==> src/hw/tti_pkg.sv <==
// TTI register map and shared types

package tti_pkg;

  localparam int unsigned CsrAddrWidth = 8;

  // Register offsets on the strobe bus
  localparam logic [CsrAddrWidth-1:0] TxDataPortAddr = 8'h00;
  localparam logic [CsrAddrWidth-1:0] RxDataPortAddr = 8'h04;
  localparam logic [CsrAddrWidth-1:0] ThldCtrlAddr   = 8'h08;
  localparam logic [CsrAddrWidth-1:0] StatusAddr     = 8'h0C;

  // Threshold control word, each field is 8 bits wide
  localparam int unsigned RxThldLsb = 0;
  localparam int unsigned TxThldLsb = 8;

  // Status word layout
  localparam int unsigned StatusRxEmpty    = 0;
  localparam int unsigned StatusRxFull     = 1;
  localparam int unsigned StatusTxEmpty    = 2;
  localparam int unsigned StatusTxFull     = 3;
  localparam int unsigned StatusRxTrig     = 4;
  localparam int unsigned StatusTxTrig     = 5;
  localparam int unsigned StatusRxCountLsb = 8;
  localparam int unsigned StatusTxCountLsb = 16;

  // Register targeted by a read strobe
  typedef enum logic [1:0] {
    RdSelNone,
    RdSelRxData,
    RdSelThld,
    RdSelStatus
  } rd_sel_e;

endpackage : tti_pkg

==> src/hw/tti_csr_decode.sv <==
// TTI register decoder

`timescale 1ns/1ps

module tti_csr_decode #(
  parameter int unsigned DataWidth  = 32,
  parameter int unsigned QueueDepth = 8,
  localparam int unsigned CntWidth  = $clog2(QueueDepth + 1)
) (
  input  logic                              clk_i,
  input  logic                              rst_ni,

  input  logic [tti_pkg::CsrAddrWidth-1:0]  csr_addr_i,
  input  logic                              csr_wr_i,
  input  logic                              csr_rd_i,
  input  logic [DataWidth-1:0]              csr_wdata_i,

  output logic                              tx_push_o,  // Write request to the TX queue
  output logic [DataWidth-1:0]              tx_wdata_o,
  output logic                              rx_pop_o,   // Read request to the RX queue
  output tti_pkg::rd_sel_e                  rd_sel_o,
  output logic [CntWidth-1:0]               rx_thld_o,
  output logic [CntWidth-1:0]               tx_thld_o,
  output logic                              thld_update_o
);
  import tti_pkg::*;

  logic                thld_wr;
  logic                thld_wr_q;   // First stage of the update delay
  logic                thld_upd_q;  // Second stage, drives the pulse
  logic [CntWidth-1:0] rx_thld_q;
  logic [CntWidth-1:0] tx_thld_q;

  // Data port accesses map straight onto queue handshakes
  assign tx_push_o  = csr_wr_i && (csr_addr_i == TxDataPortAddr);
  assign tx_wdata_o = csr_wdata_i;
  assign rx_pop_o   = csr_rd_i && (csr_addr_i == RxDataPortAddr);

  assign thld_wr = csr_wr_i && (csr_addr_i == ThldCtrlAddr);

  always_comb begin
    rd_sel_o = RdSelNone;
    if (csr_rd_i) begin
      case (csr_addr_i)
        RxDataPortAddr: rd_sel_o = RdSelRxData;
        ThldCtrlAddr:   rd_sel_o = RdSelThld;
        StatusAddr:     rd_sel_o = RdSelStatus;
        default:        rd_sel_o = RdSelNone;  // TX port and holes read as zero
      endcase
    end
  end

  // Both thresholds are taken from one write, upper field bits are dropped
  always_ff @(posedge clk_i or negedge rst_ni) begin
    if (!rst_ni) begin
      rx_thld_q <= '0;
      tx_thld_q <= '0;
    end else if (thld_wr) begin
      rx_thld_q <= csr_wdata_i[RxThldLsb +: CntWidth];
      tx_thld_q <= csr_wdata_i[TxThldLsb +: CntWidth];
    end
  end

  // The update pulse trails the write strobe by two flops
  always_ff @(posedge clk_i or negedge rst_ni) begin
    if (!rst_ni) begin
      thld_wr_q  <= 1'b0;
      thld_upd_q <= 1'b0;
    end else begin
      thld_wr_q  <= thld_wr;
      thld_upd_q <= thld_wr_q;
    end
  end

  assign rx_thld_o     = rx_thld_q;
  assign tx_thld_o     = tx_thld_q;
  assign thld_update_o = thld_upd_q;

endmodule : tti_csr_decode

==> src/hw/tti_queue.sv <==
// TTI data queue

`timescale 1ns/1ps

module tti_queue #(
  parameter int unsigned DataWidth  = 32,
  parameter int unsigned QueueDepth = 8,
  localparam int unsigned CntWidth  = $clog2(QueueDepth + 1),
  localparam int unsigned PtrWidth  = (QueueDepth > 1) ? $clog2(QueueDepth) : 1
) (
  input  logic                 clk_i,
  input  logic                 rst_ni,

  // Write side
  input  logic                 wvalid_i,
  output logic                 wready_o,
  input  logic [DataWidth-1:0] wdata_i,

  // Read side
  output logic                 rvalid_o,
  input  logic                 rready_i,
  output logic [DataWidth-1:0] rdata_o,

  output logic [CntWidth-1:0]  count_o,
  output logic                 full_o,
  output logic                 empty_o
);

  logic [DataWidth-1:0] mem_q [QueueDepth];
  logic [PtrWidth-1:0]  wr_ptr_q;
  logic [PtrWidth-1:0]  rd_ptr_q;
  logic [CntWidth-1:0]  count_q;
  logic                 push;
  logic                 pop;

  assign full_o  = (count_q == CntWidth'(QueueDepth));
  assign empty_o = (count_q == '0);

  assign wready_o = !full_o;
  assign rvalid_o = !empty_o;
  assign rdata_o  = mem_q[rd_ptr_q];  // Head word holds until it is taken
  assign count_o  = count_q;

  assign push = wvalid_i && wready_o;
  assign pop  = rvalid_o && rready_i;

  // Storage
  always_ff @(posedge clk_i) begin
    if (push) begin
      mem_q[wr_ptr_q] <= wdata_i;
    end
  end

  always_ff @(posedge clk_i or negedge rst_ni) begin
    if (!rst_ni) begin
      wr_ptr_q <= '0;
    end else if (push) begin
      if (wr_ptr_q == PtrWidth'(QueueDepth - 1)) begin
        wr_ptr_q <= '0;
      end else begin
        wr_ptr_q <= wr_ptr_q + 1'b1;
      end
    end
  end

  always_ff @(posedge clk_i or negedge rst_ni) begin
    if (!rst_ni) begin
      rd_ptr_q <= '0;
    end else if (pop) begin
      if (rd_ptr_q == PtrWidth'(QueueDepth - 1)) begin
        rd_ptr_q <= '0;
      end else begin
        rd_ptr_q <= rd_ptr_q + 1'b1;
      end
    end
  end

  // A push and a pop in the same cycle leave the count unchanged
  always_ff @(posedge clk_i or negedge rst_ni) begin
    if (!rst_ni) begin
      count_q <= '0;
    end else begin
      case ({push, pop})
        2'b10:   count_q <= count_q + 1'b1;
        2'b01:   count_q <= count_q - 1'b1;
        default: count_q <= count_q;
      endcase
    end
  end

endmodule : tti_queue

==> src/hw/tti_csr_result.sv <==
// TTI read data, acknowledge and triggers

`timescale 1ns/1ps

module tti_csr_result #(
  parameter int unsigned DataWidth  = 32,
  parameter int unsigned QueueDepth = 8,
  localparam int unsigned CntWidth  = $clog2(QueueDepth + 1)
) (
  input  logic                 clk_i,
  input  logic                 rst_ni,

  input  logic                 csr_wr_i,
  input  logic                 csr_rd_i,
  input  tti_pkg::rd_sel_e     rd_sel_i,

  input  logic [DataWidth-1:0] rx_rdata_i,
  input  logic                 rx_rvalid_i,
  input  logic [CntWidth-1:0]  rx_count_i,
  input  logic                 rx_full_i,
  input  logic                 rx_empty_i,
  input  logic [CntWidth-1:0]  tx_count_i,
  input  logic                 tx_full_i,
  input  logic                 tx_empty_i,
  input  logic [CntWidth-1:0]  rx_thld_i,
  input  logic [CntWidth-1:0]  tx_thld_i,

  output logic [DataWidth-1:0] csr_rdata_o,
  output logic                 csr_ack_o,
  output logic                 rx_ready_thld_trig_o,
  output logic                 tx_ready_thld_trig_o
);
  import tti_pkg::*;

  logic [CntWidth-1:0]  tx_free;
  logic [DataWidth-1:0] status_word;
  logic [DataWidth-1:0] thld_word;
  logic [DataWidth-1:0] rdata_d;
  logic                 ack_q;

  // A zero threshold keeps the trigger off
  assign tx_free = CntWidth'(QueueDepth) - tx_count_i;
  assign rx_ready_thld_trig_o = (rx_thld_i != '0) && (rx_count_i >= rx_thld_i);
  assign tx_ready_thld_trig_o = (tx_thld_i != '0) && (tx_free >= tx_thld_i);

  always_comb begin
    status_word = '0;
    status_word[StatusRxEmpty] = rx_empty_i;
    status_word[StatusRxFull]  = rx_full_i;
    status_word[StatusTxEmpty] = tx_empty_i;
    status_word[StatusTxFull]  = tx_full_i;
    status_word[StatusRxTrig]  = rx_ready_thld_trig_o;
    status_word[StatusTxTrig]  = tx_ready_thld_trig_o;
    status_word[StatusRxCountLsb +: CntWidth] = rx_count_i;
    status_word[StatusTxCountLsb +: CntWidth] = tx_count_i;

    thld_word = '0;
    thld_word[RxThldLsb +: CntWidth] = rx_thld_i;
    thld_word[TxThldLsb +: CntWidth] = tx_thld_i;
  end

  always_comb begin
    case (rd_sel_i)
      RdSelRxData: rdata_d = rx_rvalid_i ? rx_rdata_i : '0;  // Empty queue reads zero
      RdSelThld:   rdata_d = thld_word;
      RdSelStatus: rdata_d = status_word;
      default:     rdata_d = '0;
    endcase
  end

  always_ff @(posedge clk_i or negedge rst_ni) begin
    if (!rst_ni) begin
      ack_q <= 1'b0;
    end else begin
      ack_q <= csr_wr_i || csr_rd_i;  // Every strobe is answered on the next cycle
    end
  end

  always_ff @(posedge clk_i) begin
    csr_rdata_o <= rdata_d;
  end

  assign csr_ack_o = ack_q;

endmodule : tti_csr_result

==> src/hw/tti_top.sv <==
// I3C target transaction interface

`timescale 1ns/1ps

module tti_top #(
  parameter int unsigned DataWidth  = 32,
  parameter int unsigned QueueDepth = 8
) (
  input  logic                             clk_i,
  input  logic                             rst_ni,

  // Register strobe bus
  input  logic [tti_pkg::CsrAddrWidth-1:0] csr_addr_i,
  input  logic                             csr_wr_i,
  input  logic                             csr_rd_i,
  input  logic [DataWidth-1:0]             csr_wdata_i,
  output logic [DataWidth-1:0]             csr_rdata_o,
  output logic                             csr_ack_o,

  // Bus side
  input  logic                             rx_wvalid_i,
  input  logic [DataWidth-1:0]             rx_wdata_i,
  output logic                             rx_wready_o,
  output logic                             tx_rvalid_o,
  output logic [DataWidth-1:0]             tx_rdata_o,
  input  logic                             tx_rready_i,

  output logic                             thld_update_o,
  output logic                             rx_ready_thld_trig_o,
  output logic                             tx_ready_thld_trig_o
);
  import tti_pkg::*;

  localparam int unsigned CntWidth = $clog2(QueueDepth + 1);

  logic                 tx_push;
  logic [DataWidth-1:0] tx_wdata;
  logic                 rx_pop;
  rd_sel_e              rd_sel;
  logic [CntWidth-1:0]  rx_thld;
  logic [CntWidth-1:0]  tx_thld;

  logic                 rx_rvalid;
  logic [DataWidth-1:0] rx_rdata;
  logic [CntWidth-1:0]  rx_count;
  logic                 rx_full;
  logic                 rx_empty;
  logic [CntWidth-1:0]  tx_count;
  logic                 tx_full;
  logic                 tx_empty;

  tti_csr_decode #(
    .DataWidth (DataWidth),
    .QueueDepth(QueueDepth)
  ) i_csr_decode (
    .clk_i,
    .rst_ni,
    .csr_addr_i,
    .csr_wr_i,
    .csr_rd_i,
    .csr_wdata_i,
    .tx_push_o    (tx_push),
    .tx_wdata_o   (tx_wdata),
    .rx_pop_o     (rx_pop),
    .rd_sel_o     (rd_sel),
    .rx_thld_o    (rx_thld),
    .tx_thld_o    (tx_thld),
    .thld_update_o
  );

  // Filled by the bus, drained through the RX data port
  tti_queue #(
    .DataWidth (DataWidth),
    .QueueDepth(QueueDepth)
  ) i_rx_queue (
    .clk_i,
    .rst_ni,
    .wvalid_i(rx_wvalid_i),
    .wready_o(rx_wready_o),
    .wdata_i (rx_wdata_i),
    .rvalid_o(rx_rvalid),
    .rready_i(rx_pop),
    .rdata_o (rx_rdata),
    .count_o (rx_count),
    .full_o  (rx_full),
    .empty_o (rx_empty)
  );

  tti_queue #(
    .DataWidth (DataWidth),
    .QueueDepth(QueueDepth)
  ) i_tx_queue (
    .clk_i,
    .rst_ni,
    .wvalid_i(tx_push),
    .wready_o(),           // Register writes to a full queue are dropped
    .wdata_i (tx_wdata),
    .rvalid_o(tx_rvalid_o),
    .rready_i(tx_rready_i),
    .rdata_o (tx_rdata_o),
    .count_o (tx_count),
    .full_o  (tx_full),
    .empty_o (tx_empty)
  );

  tti_csr_result #(
    .DataWidth (DataWidth),
    .QueueDepth(QueueDepth)
  ) i_csr_result (
    .clk_i,
    .rst_ni,
    .csr_wr_i,
    .csr_rd_i,
    .rd_sel_i   (rd_sel),
    .rx_rdata_i (rx_rdata),
    .rx_rvalid_i(rx_rvalid),
    .rx_count_i (rx_count),
    .rx_full_i  (rx_full),
    .rx_empty_i (rx_empty),
    .tx_count_i (tx_count),
    .tx_full_i  (tx_full),
    .tx_empty_i (tx_empty),
    .rx_thld_i  (rx_thld),
    .tx_thld_i  (tx_thld),
    .csr_rdata_o,
    .csr_ack_o,
    .rx_ready_thld_trig_o,
    .tx_ready_thld_trig_o
  );

endmodule : tti_top

==> config.mk <==
export PLATFORM = sky130hd
export DESIGN_NAME = tti_top
export DESIGN_NICKNAME = d
export VERILOG_FILES = /design/src/hw/tti_pkg.sv /design/src/hw/tti_csr_decode.sv /design/src/hw/tti_queue.sv /design/src/hw/tti_csr_result.sv /design/src/hw/tti_top.sv
export SDC_FILE = /design/constraint.sdc
export NUM_CORES = 1
export LEC_CHECK = 0
export BUFFER_PORTS_ARGS = -buffer_cell sky130_fd_sc_hd__buf_2
export CORE_MARGIN = 5
export CORE_UTILIZATION = 25
export DETAILED_ROUTE_END_ITERATION = 6
export GPL_TIMING_DRIVEN = 0
export PLACE_DENSITY = 0.44
export SLEW_MARGIN = 20
export SYNTH_ARGS = -nofsm -noshare
export SYNTH_HDL_FRONTEND = slang
export SYNTH_SLANG_ARGS = --single-unit
==> constraint.sdc <==
create_clock -name clk_i -period 9.6 [get_ports clk_i]
set_input_delay 0.48 -clock clk_i [delete_from_list [all_inputs] [get_ports clk_i]]
set_output_delay 0.48 -clock clk_i [all_outputs]
set_load 0.005 [all_outputs]
# --- Word-level counts from Yosys, hierarchy flattened ---
# Memory sizes are Yosys's and may differ from the RTL's.
# Cells that the tools add are included.
word_totals:
  regBits: 63
  mem_count: 2
  ramBits: 512
  output_inout_bits: 70
  inputBits: 78
memory_table:
  columns: ["memory", "depth", "word_bits", "read_ports", "rd_ports_with_merged_regs", "wr", "line_no", "rtl"]
  rows:
  - ["i_rx_queue.mem_q", 8, 32, 1, 0, 1, "tti_queue.sv:29", "logic [DataWidth-1:0] mem_q [QueueDepth];"]
  - ["i_tx_queue.mem_q", 8, 32, 1, 0, 1, "tti_queue.sv:29", null]
classes:
  n_lt_le_gt_ge: 2
  n_addsub: 9
  n_reduce_logical: 21
  muxes: 14
  n_eq_ne: 16
ops:
  columns: ["op", "count"]
  rows:
  - ["$pmux W32 S3", 1]
  - ["$mux W32", 1]
  - ["$eq A8 B4 Y1 const B", 2]
  - ["$pmux W4 S2", 2]
  - ["$add A3 B1 Y3 const B", 4]
  - ["$eq A3 B3 Y1 const B", 4]
  - ["$mux W3", 4]
  - ["$logic_and A1 B1 Y1", 9]
  - ["$add A4 B1 Y4 const B", 2]
  - ["$eq A2 B2 Y1 const B", 4]
  - ["$eq A4 B4 Y1 const B", 2]
  - ["$eq A8 B3 Y1 const B", 1]
  - ["$ge A4 B4 Y1", 2]
  - ["$logic_not A4 Y1", 2]
  - ["$logic_not A8 Y1", 1]
  - ["$reduce_bool A4 Y1", 2]
  - ["$sub A4 B1 Y4 const B", 2]
  - ["$eq A2 B1 Y1 const B", 3]
  - ["$pmux W2 S3", 1]
  - ["$logic_not A1 Y1", 4]
  - ["$mux W1", 4]
  - ["$reduce_bool A2 Y1", 2]
  - ["$sub A4 B4 Y4 const A", 1]
  - ["$mux W2", 1]
  - ["$logic_or A1 B1 Y1", 1]

# --- Logic depth before layout (Yosys ltp) ---
# Gate-level depths: netlist (run 1).
logic_depth:
  ltp_word: 5
  ltp_mapped: 13

# --- By module ---
# Synthesis (run 1) repeated with hierarchy kept, for this count alone.
hier_totals:
  cells_unflattened: 1074
  area_unflattened_um2: 22743.1
by_module_without_submodules:
  columns: ["module", "instances", "area_per_inst_um2", "seq_area_each_um2", "cells_each"]
  rows:
  - ["tti_queue", 2, 10304.9, 7937.6, 439]
  - ["tti_csr_result", 1, 1445.1, 665.6, 136]
  - ["tti_csr_decode", 1, 688.2, 250.2, 60]

# --- Least setup slack after synthesis (run 1) ---
# OpenSTA, ideal clock, no wires.
synth_timing:
  path_type: "input to register"
  start: "in csr_addr_i[1] (netlist bit)"
  end: "mem i_tx_queue.mem_q[0][0], enable pin"
  n_path_buf: 0
  slack_ps: 4395
  setup_time_ps: 502
  required_time_ps: 9098
  cell_stages: 4
  arrival_time_ps: 4703
  cell_sequence: "or4_4 -> nor4_1 -> nand2_1 -> nor4_1"
synth_between:
  elab_chain_len: 5
synth_lines:
  columns: ["item", "line_no", "rtl"]
  rows:
  - ["from (decl)", "tti_top.sv:13", "input logic [tti_pkg::CsrAddrWidth-1:0] csr_addr_i,"]
  - ["$logic_not A8 Y1", "tti_csr_decode.sv:35", "assign tx_push_o = csr_wr_i && (csr_addr_i == TxDataPortAddr);"]
  - ["$logic_and A1 B1 Y1", "tti_csr_decode.sv:35", null]
  - ["$logic_and A1 B1 Y1", "tti_queue.sv:44", "assign push = wvalid_i && wready_o;"]
  - ["$mux W1", "tti_queue.sv:49", "if (push) begin"]
  - ["$mux W1 (implied by the code)", "tti_queue.sv:50", "mem_q[wr_ptr_q] <= wdata_i;"]
  - ["to (decl)", "tti_queue.sv:29", null]
# Every way passes these cells.

# --- Final worst setup path (run 1) ---
layout_timing:
  start: "in csr_addr_i[1] (netlist bit)"
  end: "reg i_rx_queue.count_q[3], in the netlist i_rx_queue.count_o[3]"
layout_between:
  elab_chain_len: 5
  word_cells_on_any_way: 7
  classes_between: "3 x eq/ne; 1 x mux; 3 x reduce/logical"
layout_lines:
  columns: ["item", "line_no", "rtl"]
  rows:
  - ["$eq A8 B3 Y1 (*)", "tti_csr_decode.sv:37", "assign rx_pop_o = csr_rd_i && (csr_addr_i == RxDataPortAddr);"]
  - ["$logic_and A1 B1 Y1 (*)", "tti_csr_decode.sv:37", null]
  - ["$logic_and A1 B1 Y1 (*)", "tti_queue.sv:45", "assign pop = rvalid_o && rready_i;"]
  - ["named net i_rx_queue.pop", "tti_queue.sv:34", "logic pop;"]
  - ["$eq A2 B1 Y1 / $eq A2 B2 Y1 (equally long branches)", "tti_queue.sv:83", "case ({push, pop})"]
  - ["$pmux W4 S2 / $reduce_bool A2 Y1 (equally long branches)", null, null]
  - ["to (signal assigned)", "tti_queue.sv:84", "2'b10: count_q <= count_q + 1'b1;"]
  - ["to (signal assigned)", "tti_queue.sv:85", "2'b01: count_q <= count_q - 1'b1;"]
  - ["to (signal assigned)", "tti_queue.sv:86", "default: count_q <= count_q;"]
  - ["to (decl)", "tti_queue.sv:32", "logic [CntWidth-1:0] count_q;"]
# The timed path passes the listed nets; every way through them passes the cells marked *.
# A chain may end at the register's enable or synchronous reset.

==> results of run 1 <==
==> metrics by stage <==
step | setup slack [ns] | setup TNS [ns] | area, sq um
floorplan | 4.40 | 0 | 22000
global route | 5.61 | 0 | 27000
finish | 6.03 | 0 | 27000
detailed placement | 5.25 | 0 | 24900
CTS | 5.91 | 0 | 27000
global placement | -0.346 | -10.79 | 24100
==> cell type report <==
class | count | area (sq um)
fillers | 8475 | 60000
flip-flops and latches | 575 | 16800
multi-input cells | 375 | 5030
clock buffers | 94 | 1910
well taps | 1155 | 1450
repair buffers | 200 | 1410
clock inverters | 31 | 191
plain buffers | 43 | 188
inverters | 16 | 60.1
diodes | 1 | 2.50
==> kinds of logic (layout without fill, tap and decap cells) <==
family,Yosys count,count (layout),share of synthesized area
AND/OR/NAND/NOR,91,91,0.0207
flip-flops,575,575,0.764
AO/OA/AOI/OAI,32,32,0.00912
multiplexers,219,219,0.177
adder cells (fa/ha/maj),24,24,0.0140
XOR/XNOR,9,9,0.00359
other,0,1,0
buffers and inverters,59,384,0.0110
==> state kept, by name, indices dropped and copies added (netlist names) <==
register,count
i_csr_result.csr_ack_o,1
i_csr_result.csr_rdata_o,32
i_csr_decode.tx_thld_o,4
i_csr_decode.thld_update_o,1
i_rx_queue.rd_ptr_q,3
i_csr_decode.rx_thld_o,4
i_tx_queue.rd_ptr_q,3
i_rx_queue.mem_q,256
i_rx_queue.wr_ptr_q,3
i_csr_decode.thld_wr_q,1
i_tx_queue.wr_ptr_q,3
i_rx_queue.count_o,4
i_tx_queue.mem_q,256
i_tx_queue.count_o,4
==> placed cells by master, fill, tap and decap left out, types with 3 or more instances in the layout <==
master	synthesis	routed
sky130_fd_sc_hd__a21oi_1	6	6
sky130_fd_sc_hd__buf_1	10	5
sky130_fd_sc_hd__buf_12	0	3
sky130_fd_sc_hd__buf_16	0	11
sky130_fd_sc_hd__buf_2	10	164
sky130_fd_sc_hd__buf_4	0	28
sky130_fd_sc_hd__buf_6	1	7
sky130_fd_sc_hd__clkbuf_1	22	38
sky130_fd_sc_hd__clkbuf_16	0	69
sky130_fd_sc_hd__clkbuf_8	0	9
sky130_fd_sc_hd__clkinv_1	0	10
sky130_fd_sc_hd__clkinv_2	0	11
sky130_fd_sc_hd__clkinvlp_4	0	3
sky130_fd_sc_hd__dfrtp_1	31	31
sky130_fd_sc_hd__dfxtp_1	32	32
sky130_fd_sc_hd__edfxtp_1	512	512
sky130_fd_sc_hd__ha_1	23	23
sky130_fd_sc_hd__inv_1	16	16
sky130_fd_sc_hd__inv_6	0	4
sky130_fd_sc_hd__mux2_2	45	45
sky130_fd_sc_hd__mux2_4	8	8
sky130_fd_sc_hd__mux2i_1	38	38
sky130_fd_sc_hd__mux4_2	128	128
sky130_fd_sc_hd__nand2_1	12	12
sky130_fd_sc_hd__nand2b_1	8	8
sky130_fd_sc_hd__nand3_1	3	3
sky130_fd_sc_hd__nor2_1	37	28
sky130_fd_sc_hd__nor2_4	0	9
sky130_fd_sc_hd__nor3_1	9	3
sky130_fd_sc_hd__nor3_2	0	6
sky130_fd_sc_hd__nor3b_1	3	3
sky130_fd_sc_hd__nor4_1	7	6
sky130_fd_sc_hd__o21ai_0	7	7
sky130_fd_sc_hd__o22ai_1	10	10
sky130_fd_sc_hd__or2_2	4	4
sky130_fd_sc_hd__xnor2_1	3	3
sky130_fd_sc_hd__xor2_1	6	6
==> per-layer routing <==
layer / global-route usage / wire length (um) / up-vias
li1: - / - / 4708
met1: 0.145 / 23200 / 5634
met2: 0.194 / 26600 / 210
met3: 0.0256 / 2260 / 77
met4: 0.0311 / 1040 / 10
met5: 0 / 69 / -
==> where the power goes <==
group	internal [mW]	leakage [nW]	total (mW)	switching, mW
clock	1.40	1.03	2.40	0.998
sequential	2.92	5.28	3.00	0.0753
combinational	0.650	2.67	1.36	0.713
total	4.97	8.98	6.76	1.79
==> critical path, cell delays in order <==
cell	delay, ns
sky130_fd_sc_hd__buf_2	0.10
sky130_fd_sc_hd__or4_4	0.53
sky130_fd_sc_hd__nor4_1	0.57
sky130_fd_sc_hd__nand2_1	0.49
sky130_fd_sc_hd__clkbuf_1	0.45
sky130_fd_sc_hd__inv_1	0.16
sky130_fd_sc_hd__ha_1	0.31
sky130_fd_sc_hd__ha_1	0.28
sky130_fd_sc_hd__a21oi_1	0.22
sky130_fd_sc_hd__o21ai_0	0.13
sky130_fd_sc_hd__o311ai_0	0.32
==> path summary, 6_finish.rpt <==
| check | from | end | slack (ns) | depth (start not counted) |
|---|---|---|---|---|
| max in group asynchronous | rst_ni | i_csr_decode.rx_thld_o[3] | 9.00 | 1 |
| min in group clk_i | csr_wr_i | i_csr_result.csr_ack_o | 0.10 | 2 |
| worst max-delay path | csr_addr_i[1] | i_rx_queue.count_o[3] | 6.03 | 11 |
| worst min register to register | i_csr_decode.thld_wr_q | i_csr_decode.thld_update_o | 0.35 | 0 |
| worst max register to register | i_rx_queue.count_o[3] | i_rx_queue.count_o[3] | 6.03 | 10 |
| worst min-delay path | rst_ni | i_csr_result.csr_ack_o | 0.009 | 1 |
==> out/results.tsv, run 1 <==
metric	value	unit
status	completed	
dominant synthesized flop cell	sky130_fd_sc_hd__edfxtp_1	
Finished Core Util	0.311	
Achievable Freq	0.280	GHz
die height	306	um
count leader, synth	sky130_fd_sc_hd__edfxtp_1	
number of slew-limit violations in the final report	0	
Final ANT Viol Nets	0	
largest net degree at the start of global routing	32	
synthesized instance count	1009	
maximum fanout along the worst path	10	
Max Clock Skew	0.0161	ns
worst ir drop on vdd	0.136	mV
die outline width	306	um
largest buffer count on any clock path	3	
post-CTS repair timing setup buffer count	0	
slew at the pin closest to its max-slew limit	1.05	ns
clock transition at the register clock pins on the worst setup and hold paths after CTS	0.06	ns
Die Outline Area	0.0939	sq mm
clock insertion delay at the later pin of the skew report	0.59	ns
min cycle time layout	3.57	ns
worst min-delay path class	primary input to asynchronous set/reset pin	
power density normalized to cell area	250	mW/mm^2
global placement routability congestion	0.701	
drt wl/cell	21.4	um
Net count, final	1381	
GRT Residual Overflow	0	
final setup violation count	0	
number of max-cap violations	0	
post-synthesis average cell area	21.8	sq um
leading area contributor after synthesis	sky130_fd_sc_hd__edfxtp_1	
row count	108	
total design power	6.76	mW
sequential-to-total area share from yosys stat	0.764	
CP Capture Type	flop	
via density per instance	4.27	
via count	10600	
final clock period utilization by the worst path	0.372	
number of standard cells in the final layout excluding fillers	2490	
DRC marker count from the first detailed-route iteration	571	
remaining max-slew budget at the tightest pin	0.300	
cells taking the most area after synthesis	sky130_fd_sc_hd__edfxtp_1 70%, sky130_fd_sc_hd__mux4_2 13%, sky130_fd_sc_hd__dfrtp_1 3.5%	
type of origin of the critical path	primary input	
effective utilization at floorplan	0.252	
Port Buffers	147	
number of instances in the placed design	2364	
TritonCTS clock tree	built	
Worst Hold Margin	0.00906	ns
layout cells sized above 1	0.389	
Async S/R FF share, synth	0.0539	
Unique masters post-synth	40	
Mapped Nets	1111	
WP data arrival	4.04	ns
number of search-and-repair iterations in the first detailed-routing pass	4	
CORE AREA	0.0870	sq mm
post-route DRC violation count	0	
root cell of the clock tree	sky130_fd_sc_hd__clkbuf_16	
number of synthesized flops with an enable pin	512	
signed area change from the synthesized netlist to the final layout	23.1	%
vias in the first global route	11800	
# hold bufs at CTS	0	
Sinks on Clock Net	575	
flop and latch count out of synthesis	575	
hpwl dp	36200	um
number of buffers inserted during clock tree synthesis	68	
number of hold violations in the final report	0	
setup repair after global routing missed its margin	no	
GR Util All Layers	0.113	
post-CTS resize count	0	
Post-Syn Area	0.0220	sq mm
type of the worst setup path	primary input to flop	
required arrival time at the worst endpoint	10.07	ns
global-route wire length before repair	78900	um
I/O pin count	148	
Pleak	8.98	nW
antenna violations before repair	10	
H-tree depth reported by CTS	3	
ranking of synthesized cells by instance count	512 x sky130_fd_sc_hd__edfxtp_1, 128 x sky130_fd_sc_hd__mux4_2, 45 x sky130_fd_sc_hd__mux2_2, 38 x sky130_fd_sc_hd__mux2i_1, 37 x sky130_fd_sc_hd__nor2_1	
final routed wirelength across all metal layers	53200	um
top cell type's share of synthesized area	0.700	
count of yosys warnings during synthesis	0	
(Power assumes the default switching activity.)
==> run 2, diff against run 1 <==
Clock period 9.6 ns to 3.6 ns, I/O delays scaled along.
==> run 2 against run 1 <==
Effect of this change:
- cell count is 2.2% higher
- worst hold slack improved by 0.026 ns
- routed wire length fell by 0.79%
- sequential cell count is the same
- critical path type is now flop to primary output
- largest power group unchanged
==> out/results.tsv, run 2 (synthesis results as in run 1) <==
metric	value	unit	change
Achievable Freq	0.308	GHz	
remaining max-slew budget at the tightest pin	0.342		+0.0419
antenna violations before repair	3		-7
min cycle time layout	3.24	ns	
clock transition at the register clock pins on the worst setup and hold paths after CTS	0.06	ns	about the same
Slowest Stage Delay on Critical Path	0.58	ns	about the same
layout cells sized above 1	0.364		-0.0252
Port Buffers	147		unchanged
type of origin of the critical path	flop		
largest net degree at the start of global routing	32		unchanged
startpoint of the most critical register-to-register path	i_rx_queue.count_o[2]		
effective utilization at floorplan	0.252		unchanged
met2 layer wire length in the routed design	27100	um	+1.7%
worst ir drop on vdd	0.347	mV	+150%
gate family responsible for the most delay along the worst path	buffers and inverters		
Final ANT Viol Nets	0		unchanged
Die Outline Area	0.0939	sq mm	unchanged
global placement routability congestion	0.684		-2.5%
GR Util All Layers	0.112		-0.00142
startpoint of the lowest-slack hold path	csr_rd_i		
Net count, final	1436		+4.0%
leading cell type in the layout, fill and taps excluded	sky130_fd_sc_hd__edfxtp_1		
CORE AREA	0.0870	sq mm	unchanged
row count	108		unchanged
CP Capture Type	primary output		
GRT Residual Overflow	0		unchanged
H-tree depth reported by CTS	3		unchanged
Finished Core Util	0.318		+0.00733
required arrival time at the worst endpoint	3.42	ns	-6.65 ns
total design power	18.2	mW	+170%
critical path's most frequent cell	sky130_fd_sc_hd__buf_2		
number of buffers inserted during clock tree synthesis	67		-1.5%
root cell of the clock tree	sky130_fd_sc_hd__clkbuf_16		
largest buffer count on any clock path	3		unchanged
via count	10700		+1.0%
number of search-and-repair iterations in the first detailed-routing pass	4		unchanged
vias in the first global route	11900		+0.73%
Sinks on Clock Net	575		unchanged
critical path buffer and inverter count	3		unchanged
die height	306	um	unchanged
TritonCTS clock tree	built		
via density per instance	4.22		-1.2%
hpwl dp	35600	um	-1.8%
number of hold violations in the final report	0		unchanged
worst min-delay path class	primary input to flop		
final routed wirelength across all metal layers	52800	um	-0.79%
final clock period utilization by the worst path	0.901		
routed length on met1	22400	um	-3.6%
drt wl/cell	20.7	um	-3.0%
signed area change from the synthesized netlist to the final layout	26.0	%	
clock insertion delay at the later pin of the skew report	0.60	ns	about the same
Top Registers	i_rx_queue.mem_q (256), i_tx_queue.mem_q (256), i_csr_result.csr_rdata_o (32)		
status	completed		
I/O pin count	148		unchanged
type of the worst setup path	flop to primary output		
launch point of the critical path	i_tx_queue.rd_ptr_q[0]		
power density normalized to cell area	656	mW/mm^2	+160%
number of slew-limit violations in the final report	0		unchanged
Pleak	9.18	nW	+2.2%
cells traversed along the worst timing path	buf_1 > buf_2 > mux4_2 > mux2_2 > buf_2		
post-route DRC violation count	0		unchanged
setup repair after global routing missed its margin	no		
commonest cells after routing, fill and taps aside	512 x sky130_fd_sc_hd__edfxtp_1, 161 x sky130_fd_sc_hd__buf_2, 128 x sky130_fd_sc_hd__mux4_2		
Worst path slowest cell	sky130_fd_sc_hd__buf_1		
die outline width	306	um	unchanged
DRC marker count from the first detailed-route iteration	607		+6.3%
Max Clock Skew	0.0254	ns	+0.00934 ns
final setup violation count	0		unchanged
global-route wire length before repair	78200	um	-0.98%
number of max-cap violations	0		unchanged
maximum fanout along the worst path	10		unchanged
routed wl met3	2220	um	-2.1%
slew at the pin closest to its max-slew limit	0.986	ns	-0.0628 ns
WP data arrival	3.06	ns	-0.98 ns
top metal layer carrying routed signals	met4		
## run 2: cell count changes in the layout (fill, tap and decap cells not counted), moves of 4 or more
cell	change
sky130_fd_sc_hd__dlygate4sd3_1	+69
sky130_fd_sc_hd__buf_4	-11
sky130_fd_sc_hd__clkbuf_8	-7
sky130_fd_sc_hd__buf_16	-4
sky130_fd_sc_hd__clkinv_2	-4
## run 2: path summary, 6_finish.rpt
| check | to | slack [ns] | cells after the start |
|---|---|---|---|
| setup reg to reg | i_rx_queue.count_o[3] | 0.43 | 10 |
| hold reg to reg | i_csr_decode.thld_update_o | 0.35 | 0 |
| max in group asynchronous | i_rx_queue.rd_ptr_q[2] | 2.82 | 2 |
| setup / recovery | tx_rdata_o[0] | 0.36 | 5 |
| min in group asynchronous | i_tx_queue.wr_ptr_q[0] | 0.23 | 2 |
| hold / removal | i_csr_result.csr_rdata_o[18] | 0.03 | 4 |
## run 2: worst reg2reg max path: cells and delay by family, from the launching register on
kind / cells / cell delay [ns]
compound gates: 3 / 0.69
buf+inv: 2 / 0.48
fa+ha+maj: 2 / 0.60
simple gates: 3 / 0.82
flops: 1 / 0.47
## run 2: routing by layer
metal,global-route usage,up-vias
met1,0.139,5643
met4,0.0300,0
met2,0.198,202
met3,0.0247,80
met5,0,-
li1,-,4823
## run 2: final cells by class
cell class	count	area (sq um)
Antenna cell	3	7.51
Buffer	43	189
Clock buffer	90	1890
Clock inverter	33	236
Fill cell	8506	59400
Inverter	16	60.1
Multi-Input combinational cell	375	5070
Sequential cell	575	16800
Tap cell	1155	1450
Timing Repair Buffer	256	1990
## run 2: timing repair
action,in CTS,in global routing
hold endpoints to repair,554,0
setup endpoints to repair,1,1
hold buffers,69,0
setup buffers,0,0
resized for setup,1,3
## run 2: metrics by stage
stage,std cells,hold slack [ns],setup WS (ns),setup TNS (ns),cell area [sq um]
2_1_floorplan,1009,-0.116,-0.454,-43.56,22000
3_3_place_gp,2311,0.339,-3.79,-973.84,24200
3_5_place_dp,2351,0.336,-0.407,-0.649,24800
4_1_cts,2543,0.000709,0.180,0,27700
5_1_grt,2545,0.0448,0.00575,0,27700
6_report,2546,0.0349,0.356,0,27700
## run 2: power breakdown
group,switching [mW],internal (mW),total (mW)
Sequential,0.205,7.79,8.00
Clock,2.70,3.79,6.49
Combinational,1.90,1.76,3.67
Total,4.80,13.4,18.2
==> run 3, diff against run 2 <==
Settings changed: BUFFER_PORTS_ARGS -buffer_cell sky130_fd_sc_hd__buf_2 to default, CORE_MARGIN 5 to default, DONT_BUFFER_PORTS from default to 1, GPL_TIMING_DRIVEN 0 to default, PLACE_DENSITY 0.44 to 0.42.
==> run 3 against run 2 <==
Effect of this change:
- cell count shrank 7.7%
- routed wire length shrank 2.7%
- global-route usage grew 0.57 points
- design area shrank 3.9%
- critical path type is now flop to flop
- highest routed layer is now met5
==> out/results.tsv, run 3 (synthesis results as in run 1) <==
metric	value	unit	change
Port Buffers	0		-100%
worst ir drop on vdd	0.421	mV	+22%
type of the worst setup path	flop to flop		
number of search-and-repair iterations in the first detailed-routing pass	6		+2
post-CTS repair timing setup buffer count	0		unchanged
cells traversed along the worst timing path	or4b_2 > nand2_1 > ha_1 > ha_1 > a21oi_1 > o21ai_0 > o311ai_0		
via density per instance	4.27		+1.1%
global placement routability congestion	0.731		+6.9%
Die Outline Area	0.0890	sq mm	-5.2%
Final ANT Viol Nets	0		unchanged
power density normalized to cell area	668	mW/mm^2	+1.8%
vias in the first global route	11100		-6.7%
GR Util All Layers	0.117		+0.00573
largest buffer count on any clock path	3		unchanged
leading cell type in the layout, fill and taps excluded	sky130_fd_sc_hd__edfxtp_1		
post-route DRC violation count	0		unchanged
Pleak	8.37	nW	-8.8%
final routed wirelength across all metal layers	51400	um	-2.7%
Achievable Freq	0.342	GHz	+11%
Finished Core Util	0.306		-0.0120
maximum fanout along the worst path	8		-2
largest net degree at the start of global routing	42		+31%
die height	298	um	-2.6%
I/O pin count	148		unchanged
row count	108		unchanged
drt wl/cell	21.9	um	+5.4%
min cycle time layout	2.92	ns	-0.324 ns
Worst path slowest cell	sky130_fd_sc_hd__or4b_2		
number of hold violations in the final report	0		unchanged
final setup violation count	0		unchanged
WP data arrival	3.40	ns	+0.34 ns
Slowest Stage Delay on Critical Path	0.85	ns	+0.27 ns
GRT Residual Overflow	0		unchanged
root cell of the clock tree	sky130_fd_sc_hd__clkbuf_16		
hpwl dp	30700	um	-14%
Top Registers	i_rx_queue.mem_q (256), i_tx_queue.mem_q (256), i_csr_result.csr_rdata_o (32)		
Net count, final	1244		-13%
Max Clock Skew	0.0199	ns	-0.00553 ns
CORE AREA	0.0869	sq mm	-0.16%
# hold bufs at CTS	76		+10%
Placed Area	0.0237	sq mm	-4.6%
required arrival time at the worst endpoint	4.08	ns	+0.66 ns
TritonCTS clock tree	built		
type of origin of the critical path	flop		
via count	10000		-6.7%
critical path's most frequent cell	sky130_fd_sc_hd__ha_1		
global-route wire length before repair	76900	um	-1.7%
number of buffers inserted during clock tree synthesis	67		unchanged
total design power	17.7	mW	-2.2%
H-tree depth reported by CTS	3		unchanged
final design area excluding fillers	0.0266	sq mm	-3.9%
number of max-cap violations	0		unchanged
clock transition at the register clock pins on the worst setup and hold paths after CTS	0.06	ns	about the same
effective utilization at floorplan	0.253		+0.000393
Sinks on Clock Net	575		unchanged
status	completed		
clock insertion delay at the later pin of the skew report	0.60	ns	about the same
die outline width	298	um	-2.6%
worst min-delay path class	primary input to asynchronous set/reset pin		
slew at the pin closest to its max-slew limit	0.813	ns	-0.174 ns
final clock period utilization by the worst path	0.811		-0.0899
signed area change from the synthesized netlist to the final layout	21.0	%	
commonest cells after routing, fill and taps aside	512 x sky130_fd_sc_hd__edfxtp_1, 128 x sky130_fd_sc_hd__mux4_2, 75 x sky130_fd_sc_hd__dlygate4sd3_1		
antenna violations before repair	7		+4
layout cells sized above 1	0.283		-0.0810
Worst Hold Margin	0.0442	ns	+0.00928 ns
post-CTS resize count	0		-1
remaining max-slew budget at the tightest pin	0.458		+0.116
DRC marker count from the first detailed-route iteration	535		-12%
number of slew-limit violations in the final report	0		unchanged
setup repair after global routing missed its margin	no		
CP Capture Type	flop		
## run 3: changes by cell type in the layout (fill, tap and decap cells not counted), moves of 7 or more
cell / delta
sky130_fd_sc_hd__buf_2: -161
sky130_fd_sc_hd__buf_4: +7
sky130_fd_sc_hd__clkbuf_1: -17
sky130_fd_sc_hd__buf_6: -8
sky130_fd_sc_hd__buf_16: -7
## run 3: cell type report
class | instances | area (sq um)
fillers | 8417 | 60300
flip-flops and latches | 575 | 16800
multi-input cells | 375 | 5060
clock buffers | 93 | 1850
well taps | 1155 | 1450
repair buffers | 107 | 1090
clock inverters | 29 | 279
inverters | 16 | 60.1
diodes | 1 | 2.50
## run 3: final timing paths
| kind | slack, ns | start | end | depth (start not counted) |
|---|---|---|---|---|
| hold / removal | 0.04 | rst_ni | i_csr_result.csr_ack_o | 2 |
| max in group asynchronous | 3.34 | rst_ni | i_rx_queue.rd_ptr_q[1] | 2 |
| setup reg to reg | 0.68 | i_rx_queue.count_o[2] | i_rx_queue.count_o[3] | 7 |
| min in group clk_i | 0.10 | csr_addr_i[2] | i_csr_result.csr_rdata_o[8] | 2 |
| setup / recovery | 0.68 | i_rx_queue.count_o[2] | i_rx_queue.count_o[3] | 7 |
| hold reg to reg | 0.35 | i_csr_decode.thld_wr_q | i_csr_decode.thld_update_o | 0 |
## run 3: power breakdown
group	leakage (nW)	switching (mW)	total, mW	internal (mW)
combinational	2.07	1.55	3.04	1.49
sequential	5.27	0.409	8.21	7.80
clock	1.03	2.72	6.50	3.78
total	8.37	4.68	17.7	13.1
## run 3: worst max-delay path, delay by kind of cell (launching register included)
kind,cells,cell delay (ns)
adder cells (fa/ha/maj),2,0.59
AO/OA/AOI/OAI,3,0.67
AND/OR/NAND/NOR,2,1.09
flip-flops,1,0.44
## run 3: through the flow
stage / cells / setup TNS, ns / setup WS (ns)
floorplan: 1009 / -43.56 / -0.454
global placement: 2152 / 0 / 0.643
detailed placement: 2152 / 0 / 0.690
CTS: 2350 / 0 / 0.665
global route: 2351 / 0 / 0.471
finish: 2351 / 0 / 0.680
## run 3: layer usage
metal  track usage  vias to the layer above  share of wire
li1              -                     4425              -
met1         0.145                     5315           0.42
met2         0.202                      193           0.51
met3        0.0275                       87          0.043
met4        0.0383                       10          0.024
met5             0                        -         0.0014
